--- src/rtl/fprint_pkg.sv ---
package fprint_pkg;

	// host port
	localparam int data_width = 32;
	localparam int csr_addr_width = 4;

	// task and core ids
	localparam int task_id_width = 4;
	localparam int task_count = 16;
	localparam int core_id_width = 4;
	localparam int logical_id_width = 2;
	localparam logic [logical_id_width-1:0] logical_unassigned = 2'd3;

	typedef enum logic [csr_addr_width-1:0] {
		reg_exception = 4'd0,
		reg_success = 4'd1,
		reg_fail = 4'd2,
		reg_core_assign = 4'd3,
		reg_nmr = 4'd4
	} csr_reg_e;

	// exception register layout, task id in bits 7:4
	localparam int exc_irq_bit = 0;
	localparam int exc_mismatch_bit = 1;
	localparam int exc_task_lsb = 4;

	// fields of a core assignment or nmr write word
	localparam int wr_task_lsb = 16;
	localparam int wr_logical_lsb = 24;
	localparam int wr_physical_lsb = 0;

	typedef enum logic [2:0] {
		csr_idle,
		csr_regs_write,
		csr_assign_write,
		csr_nmr_write,
		csr_read,
		csr_done,
		status_capture,
		status_ack
	} csr_state_e;

	typedef enum logic {cmp_scan, cmp_report} cmp_state_e;

endpackage

--- src/rtl/csr_registers.sv ---
module csr_registers (
	input  logic                                   clk,
	input  logic                                   reset,
	input  logic [fprint_pkg::csr_addr_width-1:0]  csr_address,
	input  logic                                   csr_read,
	input  logic                                   csr_write,
	input  logic [fprint_pkg::data_width-1:0]      csr_writedata,
	output logic [fprint_pkg::data_width-1:0]      csr_readdata,
	output logic                                   csr_waitrequest,
	input  logic [fprint_pkg::task_id_width-1:0]   lookup_task_id,
	input  logic [fprint_pkg::core_id_width-1:0]   lookup_core_id,
	output logic [fprint_pkg::logical_id_width-1:0] lookup_logical_id,
	output logic                                   comparator_nmr,
	input  logic                                   status_write,
	input  logic [fprint_pkg::task_id_width-1:0]   status_task_id,
	input  logic                                   status_mismatch,
	input  logic [fprint_pkg::logical_id_width-1:0] status_logical_id,
	output logic                                   csr_status_ack,
	output logic                                   irq
);

	fprint_pkg::csr_state_e state;

	logic [fprint_pkg::data_width-1:0]     exception_reg;
	logic [fprint_pkg::task_count-1:0]     success_reg;
	// task n at bits 2n+1:2n
	logic [2*fprint_pkg::task_count-1:0]   fail_reg;
	logic [fprint_pkg::task_count-1:0]     nmr_flags;

	// physical core per task with one table per logical slot
	logic [fprint_pkg::core_id_width-1:0]  assign_tbl [3][fprint_pkg::task_count] =
		'{default: '0};

	logic [fprint_pkg::task_id_width-1:0]    wr_task;
	logic [fprint_pkg::logical_id_width-1:0] wr_logical;
	logic [fprint_pkg::core_id_width-1:0]    wr_physical;

	assign wr_task = csr_writedata[fprint_pkg::wr_task_lsb +: fprint_pkg::task_id_width];
	assign wr_logical = csr_writedata[fprint_pkg::wr_logical_lsb +: fprint_pkg::logical_id_width];
	assign wr_physical = csr_writedata[fprint_pkg::wr_physical_lsb +: fprint_pkg::core_id_width];

	assign irq = exception_reg[fprint_pkg::exc_irq_bit];
	assign csr_waitrequest = (state != fprint_pkg::csr_done);
	assign csr_status_ack = (state == fprint_pkg::status_ack);

	// control FSM with host requests ahead of status reports
	always_ff @(posedge clk or posedge reset) begin
		if (reset) begin
			state <= fprint_pkg::csr_idle;
		end else begin
			case (state)
				fprint_pkg::csr_idle: begin
					if (csr_write) begin
						case (csr_address)
							fprint_pkg::reg_exception:   state <= fprint_pkg::csr_regs_write;
							fprint_pkg::reg_core_assign: state <= fprint_pkg::csr_assign_write;
							fprint_pkg::reg_nmr:         state <= fprint_pkg::csr_nmr_write;
							// unmapped write is never acknowledged
							default:                     state <= fprint_pkg::csr_idle;
						endcase
					end else if (csr_read) begin
						state <= fprint_pkg::csr_read;
					end else if (status_write && !irq) begin
						state <= fprint_pkg::status_capture;
					end
				end
				fprint_pkg::csr_regs_write,
				fprint_pkg::csr_assign_write,
				fprint_pkg::csr_nmr_write,
				fprint_pkg::csr_read: begin
					state <= fprint_pkg::csr_done;
				end
				fprint_pkg::status_capture: begin
					state <= fprint_pkg::status_ack;
				end
				default: begin
					state <= fprint_pkg::csr_idle;
				end
			endcase
		end
	end

	// read data is valid while in csr_done
	always_ff @(posedge clk) begin
		if (state == fprint_pkg::csr_read) begin
			case (csr_address)
				fprint_pkg::reg_exception: csr_readdata <= exception_reg;
				fprint_pkg::reg_success: begin
					csr_readdata <= {{(fprint_pkg::data_width - fprint_pkg::task_count){1'b0}},
						success_reg};
				end
				fprint_pkg::reg_fail:      csr_readdata <= fail_reg;
				default:                   csr_readdata <= '0;
			endcase
		end
	end

	// exception, success and fail
	always_ff @(posedge clk or posedge reset) begin
		if (reset) begin
			exception_reg <= '0;
			success_reg <= '0;
			fail_reg <= '1;
		end else if (state == fprint_pkg::csr_regs_write) begin
			exception_reg <= csr_writedata;
			success_reg <= '0;
			fail_reg <= '1;
		end else if (state == fprint_pkg::status_capture) begin
			exception_reg[fprint_pkg::exc_irq_bit] <= 1'b1;
			exception_reg[fprint_pkg::exc_mismatch_bit] <= status_mismatch;
			exception_reg[fprint_pkg::exc_task_lsb +: fprint_pkg::task_id_width] <= status_task_id;
			success_reg[status_task_id] <= !status_mismatch;
			if (status_mismatch) begin
				fail_reg[2*status_task_id +: 2] <= status_logical_id;
			end
		end
	end

	// writes to slot 3 are dropped
	always_ff @(posedge clk) begin
		if (state == fprint_pkg::csr_assign_write &&
				wr_logical != fprint_pkg::logical_unassigned) begin
			assign_tbl[wr_logical][wr_task] <= wr_physical;
		end
	end

	// reverse lookup where the lowest matching slot wins
	always_comb begin
		if (assign_tbl[0][lookup_task_id] == lookup_core_id) begin
			lookup_logical_id = 2'd0;
		end else if (assign_tbl[1][lookup_task_id] == lookup_core_id) begin
			lookup_logical_id = 2'd1;
		end else if (assign_tbl[2][lookup_task_id] == lookup_core_id) begin
			lookup_logical_id = 2'd2;
		end else begin
			lookup_logical_id = fprint_pkg::logical_unassigned;
		end
	end

	always_ff @(posedge clk or posedge reset) begin
		if (reset) begin
			nmr_flags <= '0;
		end else if (state == fprint_pkg::csr_nmr_write) begin
			nmr_flags[wr_task] <= csr_writedata[0];
		end
	end

	assign comparator_nmr = nmr_flags[lookup_task_id];

endmodule

--- src/rtl/fprint_comparator.sv ---
module fprint_comparator #(
	parameter int fprint_width = 32
) (
	input  logic                                    clk,
	input  logic                                    reset,
	input  logic                                    fprint_valid,
	input  logic [fprint_pkg::task_id_width-1:0]    fprint_task_id,
	input  logic [fprint_pkg::core_id_width-1:0]    fprint_core_id,
	input  logic [fprint_width-1:0]                 fprint_data,
	output logic [fprint_pkg::task_id_width-1:0]    lookup_task_id,
	output logic [fprint_pkg::core_id_width-1:0]    lookup_core_id,
	input  logic [fprint_pkg::logical_id_width-1:0] lookup_logical_id,
	input  logic                                    comparator_nmr,
	output logic                                    status_write,
	output logic [fprint_pkg::task_id_width-1:0]    status_task_id,
	output logic                                    status_mismatch,
	output logic [fprint_pkg::logical_id_width-1:0] status_logical_id,
	input  logic                                    csr_status_ack
);

	fprint_pkg::cmp_state_e state;

	logic [fprint_width-1:0] fp_mem [fprint_pkg::task_count][3];
	logic [2:0]              present [fprint_pkg::task_count];
	// nmr flag seen when the task's last fingerprint arrived
	logic [fprint_pkg::task_count-1:0] task_nmr;
	logic [fprint_pkg::task_count-1:0] complete;

	logic                                    found;
	logic [fprint_pkg::task_id_width-1:0]    sel_task;
	logic                                    vote_mismatch;
	logic [fprint_pkg::logical_id_width-1:0] vote_logical;
	logic                                    store;
	logic                                    eq_01, eq_02, eq_12;

	// report lookup only when no fingerprint needs the table
	assign lookup_task_id = (state == fprint_pkg::cmp_report && !fprint_valid) ?
		status_task_id : fprint_task_id;
	assign lookup_core_id = fprint_core_id;
	assign store = fprint_valid && (lookup_logical_id != fprint_pkg::logical_unassigned);

	always_ff @(posedge clk) begin
		if (store) begin
			fp_mem[fprint_task_id][lookup_logical_id] <= fprint_data;
			task_nmr[fprint_task_id] <= comparator_nmr;
		end
	end

	always_comb begin
		found = 1'b0;
		sel_task = '0;
		for (int t = fprint_pkg::task_count - 1; t >= 0; t--) begin
			complete[t] = present[t][0] && present[t][1] && (present[t][2] || !task_nmr[t]);
			if (complete[t]) begin
				found = 1'b1;
				sel_task = t[fprint_pkg::task_id_width-1:0];
			end
		end
	end

	// vote on the selected task
	assign eq_01 = (fp_mem[sel_task][0] == fp_mem[sel_task][1]);
	assign eq_02 = (fp_mem[sel_task][0] == fp_mem[sel_task][2]);
	assign eq_12 = (fp_mem[sel_task][1] == fp_mem[sel_task][2]);

	always_comb begin
		vote_mismatch = 1'b1;
		vote_logical = fprint_pkg::logical_unassigned;
		if (!task_nmr[sel_task]) begin
			vote_mismatch = !eq_01;
		end else if (eq_01 && eq_02) begin
			vote_mismatch = 1'b0;
		end else if (eq_01) begin
			vote_logical = 2'd2;
		end else if (eq_02) begin
			vote_logical = 2'd1;
		end else if (eq_12) begin
			vote_logical = 2'd0;
		end
	end

	always_ff @(posedge clk) begin
		if (state == fprint_pkg::cmp_scan && found) begin
			status_task_id <= sel_task;
			status_mismatch <= vote_mismatch;
			status_logical_id <= vote_logical;
		end
	end

	always_ff @(posedge clk or posedge reset) begin
		if (reset) begin
			state <= fprint_pkg::cmp_scan;
			status_write <= 1'b0;
			for (int t = 0; t < fprint_pkg::task_count; t++) begin
				present[t] <= '0;
			end
		end else begin
			if (state == fprint_pkg::cmp_scan && found) begin
				state <= fprint_pkg::cmp_report;
				status_write <= 1'b1;
			end else if (state == fprint_pkg::cmp_report && csr_status_ack) begin
				state <= fprint_pkg::cmp_scan;
				status_write <= 1'b0;
				present[status_task_id] <= '0;
			end
			// a new fingerprint outranks the clear on the ack edge
			if (store) begin
				present[fprint_task_id][lookup_logical_id] <= 1'b1;
			end
		end
	end

endmodule

--- src/rtl/fprint_compare_top.sv ---
module fprint_compare_top #(
	parameter int fprint_width = 32
) (
	input  logic                                  clk,
	input  logic                                  reset,
	input  logic [fprint_pkg::csr_addr_width-1:0] csr_address,
	input  logic                                  csr_read,
	input  logic                                  csr_write,
	input  logic [fprint_pkg::data_width-1:0]     csr_writedata,
	output logic [fprint_pkg::data_width-1:0]     csr_readdata,
	output logic                                  csr_waitrequest,
	input  logic                                  fprint_valid,
	input  logic [fprint_pkg::task_id_width-1:0]  fprint_task_id,
	input  logic [fprint_pkg::core_id_width-1:0]  fprint_core_id,
	input  logic [fprint_width-1:0]               fprint_data,
	output logic                                  irq
);

	logic [fprint_pkg::task_id_width-1:0]    lookup_task_id;
	logic [fprint_pkg::core_id_width-1:0]    lookup_core_id;
	logic [fprint_pkg::logical_id_width-1:0] lookup_logical_id;
	logic                                    comparator_nmr;
	logic                                    status_write;
	logic [fprint_pkg::task_id_width-1:0]    status_task_id;
	logic                                    status_mismatch;
	logic [fprint_pkg::logical_id_width-1:0] status_logical_id;
	logic                                    csr_status_ack;

	csr_registers csr (
		.clk(clk), .reset(reset),
		.csr_address(csr_address), .csr_read(csr_read), .csr_write(csr_write),
		.csr_writedata(csr_writedata), .csr_readdata(csr_readdata),
		.csr_waitrequest(csr_waitrequest),
		.lookup_task_id(lookup_task_id), .lookup_core_id(lookup_core_id),
		.lookup_logical_id(lookup_logical_id), .comparator_nmr(comparator_nmr),
		.status_write(status_write), .status_task_id(status_task_id),
		.status_mismatch(status_mismatch), .status_logical_id(status_logical_id),
		.csr_status_ack(csr_status_ack), .irq(irq)
	);

	fprint_comparator #(.fprint_width(fprint_width)) comparator (
		.clk(clk), .reset(reset),
		.fprint_valid(fprint_valid), .fprint_task_id(fprint_task_id),
		.fprint_core_id(fprint_core_id), .fprint_data(fprint_data),
		.lookup_task_id(lookup_task_id), .lookup_core_id(lookup_core_id),
		.lookup_logical_id(lookup_logical_id), .comparator_nmr(comparator_nmr),
		.status_write(status_write), .status_task_id(status_task_id),
		.status_mismatch(status_mismatch), .status_logical_id(status_logical_id),
		.csr_status_ack(csr_status_ack)
	);

endmodule

--- config.mk ---
export PLATFORM = sky130hd
export DESIGN_NAME = fprint_compare_top
export DESIGN_NICKNAME = d
export VERILOG_FILES = /design/src/rtl/fprint_pkg.sv /design/src/rtl/csr_registers.sv /design/src/rtl/fprint_comparator.sv /design/src/rtl/fprint_compare_top.sv
export SDC_FILE = /design/constraint.sdc
export NUM_CORES = 2
export LEC_CHECK = 0
export BUFFER_PORTS_ARGS = -buffer_cell sky130_fd_sc_hd__buf_2
export CAP_MARGIN = 20
export CORE_MARGIN = 5
export CORE_UTILIZATION = 50
export CTS_BUF_LIST = sky130_fd_sc_hd__clkbuf_8
export DETAILED_ROUTE_END_ITERATION = 10
export PLACE_DENSITY_LB_ADDON = 0.2
export SYNTH_ARGS = -nofsm -noshare
export SYNTH_HDL_FRONTEND = slang
export SYNTH_SLANG_ARGS = --single-unit
--- constraint.sdc ---
create_clock -name clk -period 6.62 [get_ports clk]
set_input_delay 1.324 -clock clk [delete_from_list [all_inputs] [get_ports clk]]
set_output_delay 1.324 -clock clk [all_outputs]
set_load 0.01 [all_outputs]
Word-level counts from Yosys, hierarchy flattened
Memories as Yosys holds them, arrays and structs flattened.
Index checks and enable logic that the tools add are counted.
{ "totals": {"inputBits": 81, "word_cells": 273, "memories": 2, "out_inout_bits": 34, "reg_bits": 203, "ramBits": 1728} }
{ "mem_list": {"columns": ["name", "words", "width", "rd", "rd_clocked_by_memory_dff", "wr", "line_no", "rtl"], "rows": [
  ["comparator.fp_mem", 16, 96, 1, 0, 1, "fprint_comparator.sv:23", "logic [fprint_width-1:0] fp_mem [fprint_pkg::task_count][3];"],
  ["csr.assign_tbl", 3, 64, 3, 0, 1, "csr_registers.sv:31", "logic [fprint_pkg::core_id_width-1:0] assign_tbl [3][fprint_pkg::task_count] ="]
]} }
{ "classes": {"mux": 98, "reduce_logical": 92, "shifts": 2, "eq_ne": 20, "n_lt_le_gt_ge": 19, "addsub": 1, "bitwise": 10} }
{ "ops": {"columns": ["cell", "count"], "rows": [
  ["48-bit two-way mux", 3],
  ["32-bit two-way mux", 4],
  ["4-bit two-way mux", 26],
  ["32-bit equality test", 3],
  ["96-bit two-way mux", 1],
  ["32-bit case mux with 3 select lines", 1],
  ["32-bit demux with 2-bit select", 1],
  ["64-bit two-way mux", 1],
  ["48-bit AND", 1],
  ["4-bit binary-select mux with 4-bit select", 3],
  ["16-bit bitwise mux", 3],
  ["48-bit inverter", 1],
  ["48-bit OR", 1],
  ["1-bit logical AND", 47],
  ["5-bit negator with 34-bit output", 1],
  ["2-bit by 34-bit variable shift with 32-bit output (first input constant)", 1],
  ["2-bit by 34-bit indexed part select with 32-bit output", 1],
  ["32-bit bitwise mux", 1],
  ["16-bit two-way mux", 2],
  ["1-bit two-way mux", 30],
  ["4-bit by 5-bit < comparator with 1-bit output (second input constant)", 5],
  ["3-bit demux with 4-bit select", 2],
  ["5-bit >= comparator (second input constant)", 4],
  ["1-bit logical NOT", 20],
  ["35 further kinds", 79]
]} }

Logic depth before layout (Yosys ltp)
An unclocked memory read counts as a cell.
{ "depth": {"depth_word": 24, "depth_mapped": 18, "mapped_depth_nobuf": 14} }

Modules after synthesis
From an unflattened synthesis, not the netlist that was laid out.
{ "unflattened": {"cells_unflattened": 5151, "area_unflattened_um2": 77201.5} }
{ "modules_own_cells": {"columns": ["module", "area_per_inst_um2", "cells_each", "seq_area_each_um2", "instances"], "rows": [
  ["fprint_comparator", 63398.3, 4183, 48041.1, 1],
  ["csr_registers", 13803.2, 968, 9243.9, 1]
]} }

Least setup slack after synthesis
No wires, ideal clock.
{ "synth_timing": {"kind": "input to register", "start": "input fprint_valid", "end": "memory comparator.fp_mem[3][0] (netlist bit), enable pin", "arrival_ps": 5518, "setup_ps": 423, "path_buffers": 4, "setup_slack_ps": 679, "required_time_ps": 6197, "stages": 13, "path_cell_list": "nand2b_1 buf_2 a21oi_1 buf_4 buf_2 mux4_2 a211oi_1 a31oi_1 xor2_1 nor4_1 nand3b_1 buf_2 nor2_1"} }
{ "synth_between": {"elab_chain_cells": 17, "elab_cells_between_ends": 29, "classes_between": "order compare: 2; eq/ne: 4; mux: 17; bitwise: 2; reduce/logical: 4"} }
{ "synth_lines": {"columns": ["item", "line_no", "rtl"], "rows": [
  ["start, declared", "fprint_compare_top.sv:12", "input logic fprint_valid,"],
  ["1-bit logical NOT", "fprint_comparator.sv:37", "assign lookup_task_id = (state == fprint_pkg::cmp_report && !fprint_valid) ?"],
  ["1-bit logical AND", "fprint_comparator.sv:37", null],
  ["4-bit two-way mux", "fprint_comparator.sv:37", null],
  ["4-bit inverter with 5-bit output (implied by the code)", "csr_registers.sv:129, csr_registers.sv:131, csr_registers.sv:133", null],
  ["4-bit binary-select mux with 4-bit select", "csr_registers.sv:133", "end else if (assign_tbl[2][lookup_task_id] == lookup_core_id) begin"],
  ["4-bit two-way mux (implied by the code) (2 in series)", "csr_registers.sv:133", null],
  ["4-bit equality test", "csr_registers.sv:133", null],
  ["1-bit two-way mux", "csr_registers.sv:133", null],
  ["2-bit two-way mux", "csr_registers.sv:131", "end else if (assign_tbl[1][lookup_task_id] == lookup_core_id) begin"],
  ["2-bit two-way mux", "csr_registers.sv:129", "if (assign_tbl[0][lookup_task_id] == lookup_core_id) begin"],
  ["2-bit inverter with 3-bit output (implied by the code)", "fprint_comparator.sv:44", "fp_mem[fprint_task_id][lookup_logical_id] <= fprint_data;"],
  ["3-bit >= comparator (implied by the code) or 3-bit by 1-bit < comparator with 1-bit output (tied branches)", "fprint_comparator.sv:44", null],
  ["1-bit logical AND (implied by the code)", "fprint_comparator.sv:44", null],
  ["32-bit two-way mux (implied by the code)", "fprint_comparator.sv:44", null],
  ["32-bit demux with 2-bit select", "fprint_comparator.sv:44", null],
  ["96-bit two-way mux (implied by the code) *", "fprint_comparator.sv:44", null],
  ["end, declared", "fprint_comparator.sv:23", null]
]} }
Every way passes the cells marked *; elsewhere a longest branch is shown, timed or not. The select of a mux whose other input is x is not followed.

Worst setup path after layout
{ "layout_timing": {"start": "register comparator.present[31] (netlist bit)", "end": "register comparator.status_logical_id[0] (netlist bit), data pin"} }
{ "layout_between": {"elab_chain_cells": 13, "elab_cells_between_ends": 20, "classes_between": "eq/ne: 3; mux: 11; bitwise: 1; reduce/logical: 4; memory: 1"} }
{ "layout_lines": {"columns": ["item", "line_no", "rtl"], "rows": [
  ["start, declared", "fprint_comparator.sv:24", "logic [2:0] present [fprint_pkg::task_count];"],
  ["start signal, assigned by index", "fprint_comparator.sv:95", "present[t] <= '0;"],
  ["start signal, assigned by index", "fprint_comparator.sv:104", "present[status_task_id] <= '0;"],
  ["start signal, assigned by index", "fprint_comparator.sv:108", "present[fprint_task_id][lookup_logical_id] <= 1'b1;"],
  ["1-bit logical AND * (2 in series)", "fprint_comparator.sv:53", "complete[t] = present[t][0] && present[t][1] && (present[t][2] || !task_nmr[t]);"],
  ["4-bit two-way mux * (6 in series)", "fprint_comparator.sv:54", "if (complete[t]) begin"],
  ["memory 16 x 96 bit", null, null],
  ["32-bit equality test", "fprint_comparator.sv:64", "assign eq_12 = (fp_mem[sel_task][1] == fp_mem[sel_task][2]);"],
  ["2-bit two-way mux", "fprint_comparator.sv:77", "end else if (eq_12) begin"],
  ["2-bit two-way mux", "fprint_comparator.sv:75", "end else if (eq_02) begin"],
  ["1-bit two-way mux", "fprint_comparator.sv:73", "end else if (eq_01) begin"],
  ["end signal, assigned", "fprint_comparator.sv:86", "status_logical_id <= vote_logical;"],
  ["end, declared", "fprint_comparator.sv:17", "output logic [fprint_pkg::logical_id_width-1:0] status_logical_id,"]
]} }
Marked as above.
A chain may end at the register's enable or synchronous reset.

==> out/metrics.csv <==
stage,metric,value,unit
run_status,outcome,completed,
setup_path,crit path cell chain,and2_2 > a2bb2oi_1 > o21ai_1 > o21a_4 > nor2_4 > inv_8 > buf_4 > a211oi_1 > nor4_1 > buf_4 > o211a_1 > xnor2_1 > nand4_1 > nor4_1 > buf_4 > and2_1 > o21ai_1,
clocking,CTS tree,done,
synthesis,asr flop ratio synth,7.664,%
timing,min cycle time layout,6091,ps
final_layout,Fill cells,12010,
setup_path,Critical Path RT,7300,ps
placed_design,IO buf count,114,
setup_path,WP data arrival,6770,ps
setup_path,Crit Path Class,register to register,
synthesis,most common cell in the synthesized netlist,edfxtp_1,
power_and_ir_drop,Int Pwr,20.56,mW
drt,post-route ant nets,0,
setup_path,"Buf+Inv Stages, Crit Path",4,
drt,iteration count of the initial detailed-routing pass,7,
synthesis,Syn Inst Count,5115,
floorplanning,Core ar.,0.1544,sq mm
timing,fmax,164.2,MHz
floorplanning,Die ar.,0.1637,sq mm
final_layout,nets,5494,
final_layout,Largest register FFs,1536,
clocking,H-tree levels,5,
clocking,Skew-Pair Late Insertion Delay,1050,ps
drt,vias per cell,6.383,
synthesis,Synth Net Count,5201,
power_and_ir_drop,clock power share,31.9,%
power_and_ir_drop,Reg power frac,47.7,%
setup_path,CP startpoint kind,register,
floorplanning,Die Span Y,404.5,um
setup_path,cell mode on critical path,buf_4,
synthesis,Post-synth EDFFs,1783,
global_routing,gr usage total,28.87,%
timing,max-slew violations,0,
setup_path,Worst path max stage delay,890,ps
setup_path,CP max-delay cell,a211oi_1,
floorplanning,I/O pin total,115,
power_and_ir_drop,pwr dens,337.0,mW/mm^2
floorplanning,Initial Utilization,50.41,%
drt,post-DR wirelength/cell,31.07,um
drt,total number of vias,49090,
synthesis,Post-synth top cells,"1783 x edfxtp_1, 566 x nand2_1, 338 x a211oi_1",
synthesis,mean area per synthesized cell,15.22,sq um
setup_path,Worst Path Max Fanout,104,
flow_run,Max Cap Viol,0,
final_layout,Top reg by flops,comparator.fp_mem,
power_and_ir_drop,total power,29.57,mW
global_routing,vias in the first global route,48070,
global_routing,GRT overflow,0,
clocking,total setup buffers inserted after CTS,0,
global_routing,largest net degree at the start of global routing,122,
drt,WL final,238900,um
power_and_ir_drop,part of the power in combinational logic,20.4,%
power_and_ir_drop,Leakage,29.31,nW
clocking,CTS max path bufs,4,
timing,Fin. Hold Viols,0,
timing,slew margin rel.,18.48,%
synthesis,top cell type's share of synthesized area,68.79,%
timing,worst-case clock skew,94.14,ps
clocking,"CTS clk-pin slew, worst paths",60,ps
power_and_ir_drop,switching share of power,30.47,%
synthesis,main flop type after synthesis,edfxtp_1,
floorplanning,chip width,404.5,um
clocking,post-cts sizing count,0,
synthesis,mapped cell area,0.07783,sq mm
synthesis,synth top area cells,"edfxtp_1 69%, dfrtp_1 3.7%, a211oi_1 3.3%",
setup_path,"delay-heaviest family, CP",compound AO/OA/AOI/OAI gates,
setup_path,worst reg2reg setup slack,530,ps
global_routing,initial antenna violation count,8,
final_layout,top flop regs,"comparator.fp_mem x1536, csr.assign_tbl x192, comparator.present x48",
drt,First DRT Iteration DRCs,6139,
timing,final worst path period share,92.02,%
timing,# setup viols final,0,
placed_design,GPL Wtd Cong,0.9879,
power_and_ir_drop,switching pwr,9.008,mW
synthesis,largest area contributor in the synthesized netlist,edfxtp_1,
final_layout,Layout area overhead,12.71,%
clocking,clk root buf,clkbuf_8,
drt,drt drc,0,
clocking,hold_buf cts,0,
clocking,Clock Sinks,1931,
synthesis,"Seq/Total Area, Yosys",73.60,%
timing,RSZ-0062 raised after global routing,false,
floorplanning,# rows,144,
setup_path,Crit. End Element,register,
final_layout,share of post-route cells with drive strength above 1,16.22,%
power_and_ir_drop,peak supply drop,212.7,uV
placed_design,dpl hpwl,145900,um
synthesis,#FFs+latches synth,1931,
timing,Worst Max-Slew Pin Slew,1220,ps
synthesis,Unique masters post-synth,81,
global_routing,first-pass GRT wire length,342200,um
min_path,Hold Path Class,input port to asynchronous set/reset pin,
timing,setup TNS,0,ps
clocking,cts bufs inserted,328,
synthesis,synth warn,0,
[power by group through the flow]
stage / Combinational (mW) / Sequential (mW) / Clock [mW]
after floorplan: 3.53 / 14.3 / 0
after global placement: 5.81 / 14.3 / 0
after detailed placement: 5.86 / 14.3 / 0
after CTS: 5.88 / 14.1 / 9.55
after global routing: 6.28 / 14.1 / 10.2
final: 6.04 / 14.1 / 9.44
[cell families after synthesis]
group	after synthesis	synth area share (%)
AOI/OAI and AO/OA	1000	9.542
xor gates and xnor gates	109	1.227
adders and majority gates	5	0.08038
buffers and inverters	377	2.143
DFF	1931	73.60
muxes	300	4.540
and+or+nand+nor	1393	8.869
[through the flow]
| stage | hold slack (ps) | cells | utilization [%] | instance area, sq um | worst slack, ps |
|---|---|---|---|---|---|
| 2_1_floorplan | 441.0 | 5115 | - | 77830 | 679.3 |
| 3_3_place_gp | 455.9 | 7112 | 53.04 | 81900 | 485.4 |
| 3_5_place_dp | 459.1 | 7116 | 53.10 | 81990 | 435.0 |
| 4_1_cts | 419.3 | 7678 | 56.74 | 87610 | 800.7 |
| 5_1_grt | 473.8 | 7688 | 56.81 | 87720 | 546.9 |
| 6_report | 466.5 | 7690 | 56.81 | 87720 | 528.6 |
[per-layer routing]
metal	up-vias	track usage, %	routed length [um]
met3	514	6.265	24120
met5	-	0	0
met1	24930	39.68	93390
li1	20770	-	-
met4	0	12.65	10960
met2	2866	44.84	110500
[path summary, 6_finish.rpt]
kind | end | depth (start not counted) | start
worst min-delay path | csr.nmr_flags[4] | 2 | reset
max in group asynchronous | comparator.present[12] | 3 | reset
worst max register to register | comparator.status_logical_id[0] | 17 | comparator.present[31]
min in group clk | comparator.present[30] | 1 | comparator.present[30]
worst min register to register | comparator.present[30] | 1 | comparator.present[30]
worst max-delay path | comparator.status_logical_id[0] | 17 | comparator.present[31]
[cell type report]
type | count | area [sq um] | area share, %
clock buffer | 338 | 4652 | 5.303
sequential | 1931 | 57280 | 65.30
antenna | 6 | 15.01 | 0.01712
timing repair buffer | 315 | 2720 | 3.101
clock inverter | 224 | 963.4 | 1.098
multi-input combinational | 2807 | 19420 | 22.14
tap | 2044 | 2557 | 2.915
inverter | 25 | 106.4 | 0.1212
[cell usage in the layout (no fill, tap or decap), drive strengths merged, types with 69 or more instances in the layout]
cell	instances
nand2	566
buf	315
xnor2	78
a32oi	71
dfrtp	116
and3	335
inv	150
edfxtp	1783
mux2i	218
nor2	166
clkbuf	338
clkinv	88
a21oi	106
a31oi	78
a211oi	343
o21ai	69
Power figures use the tool's default switching activity.
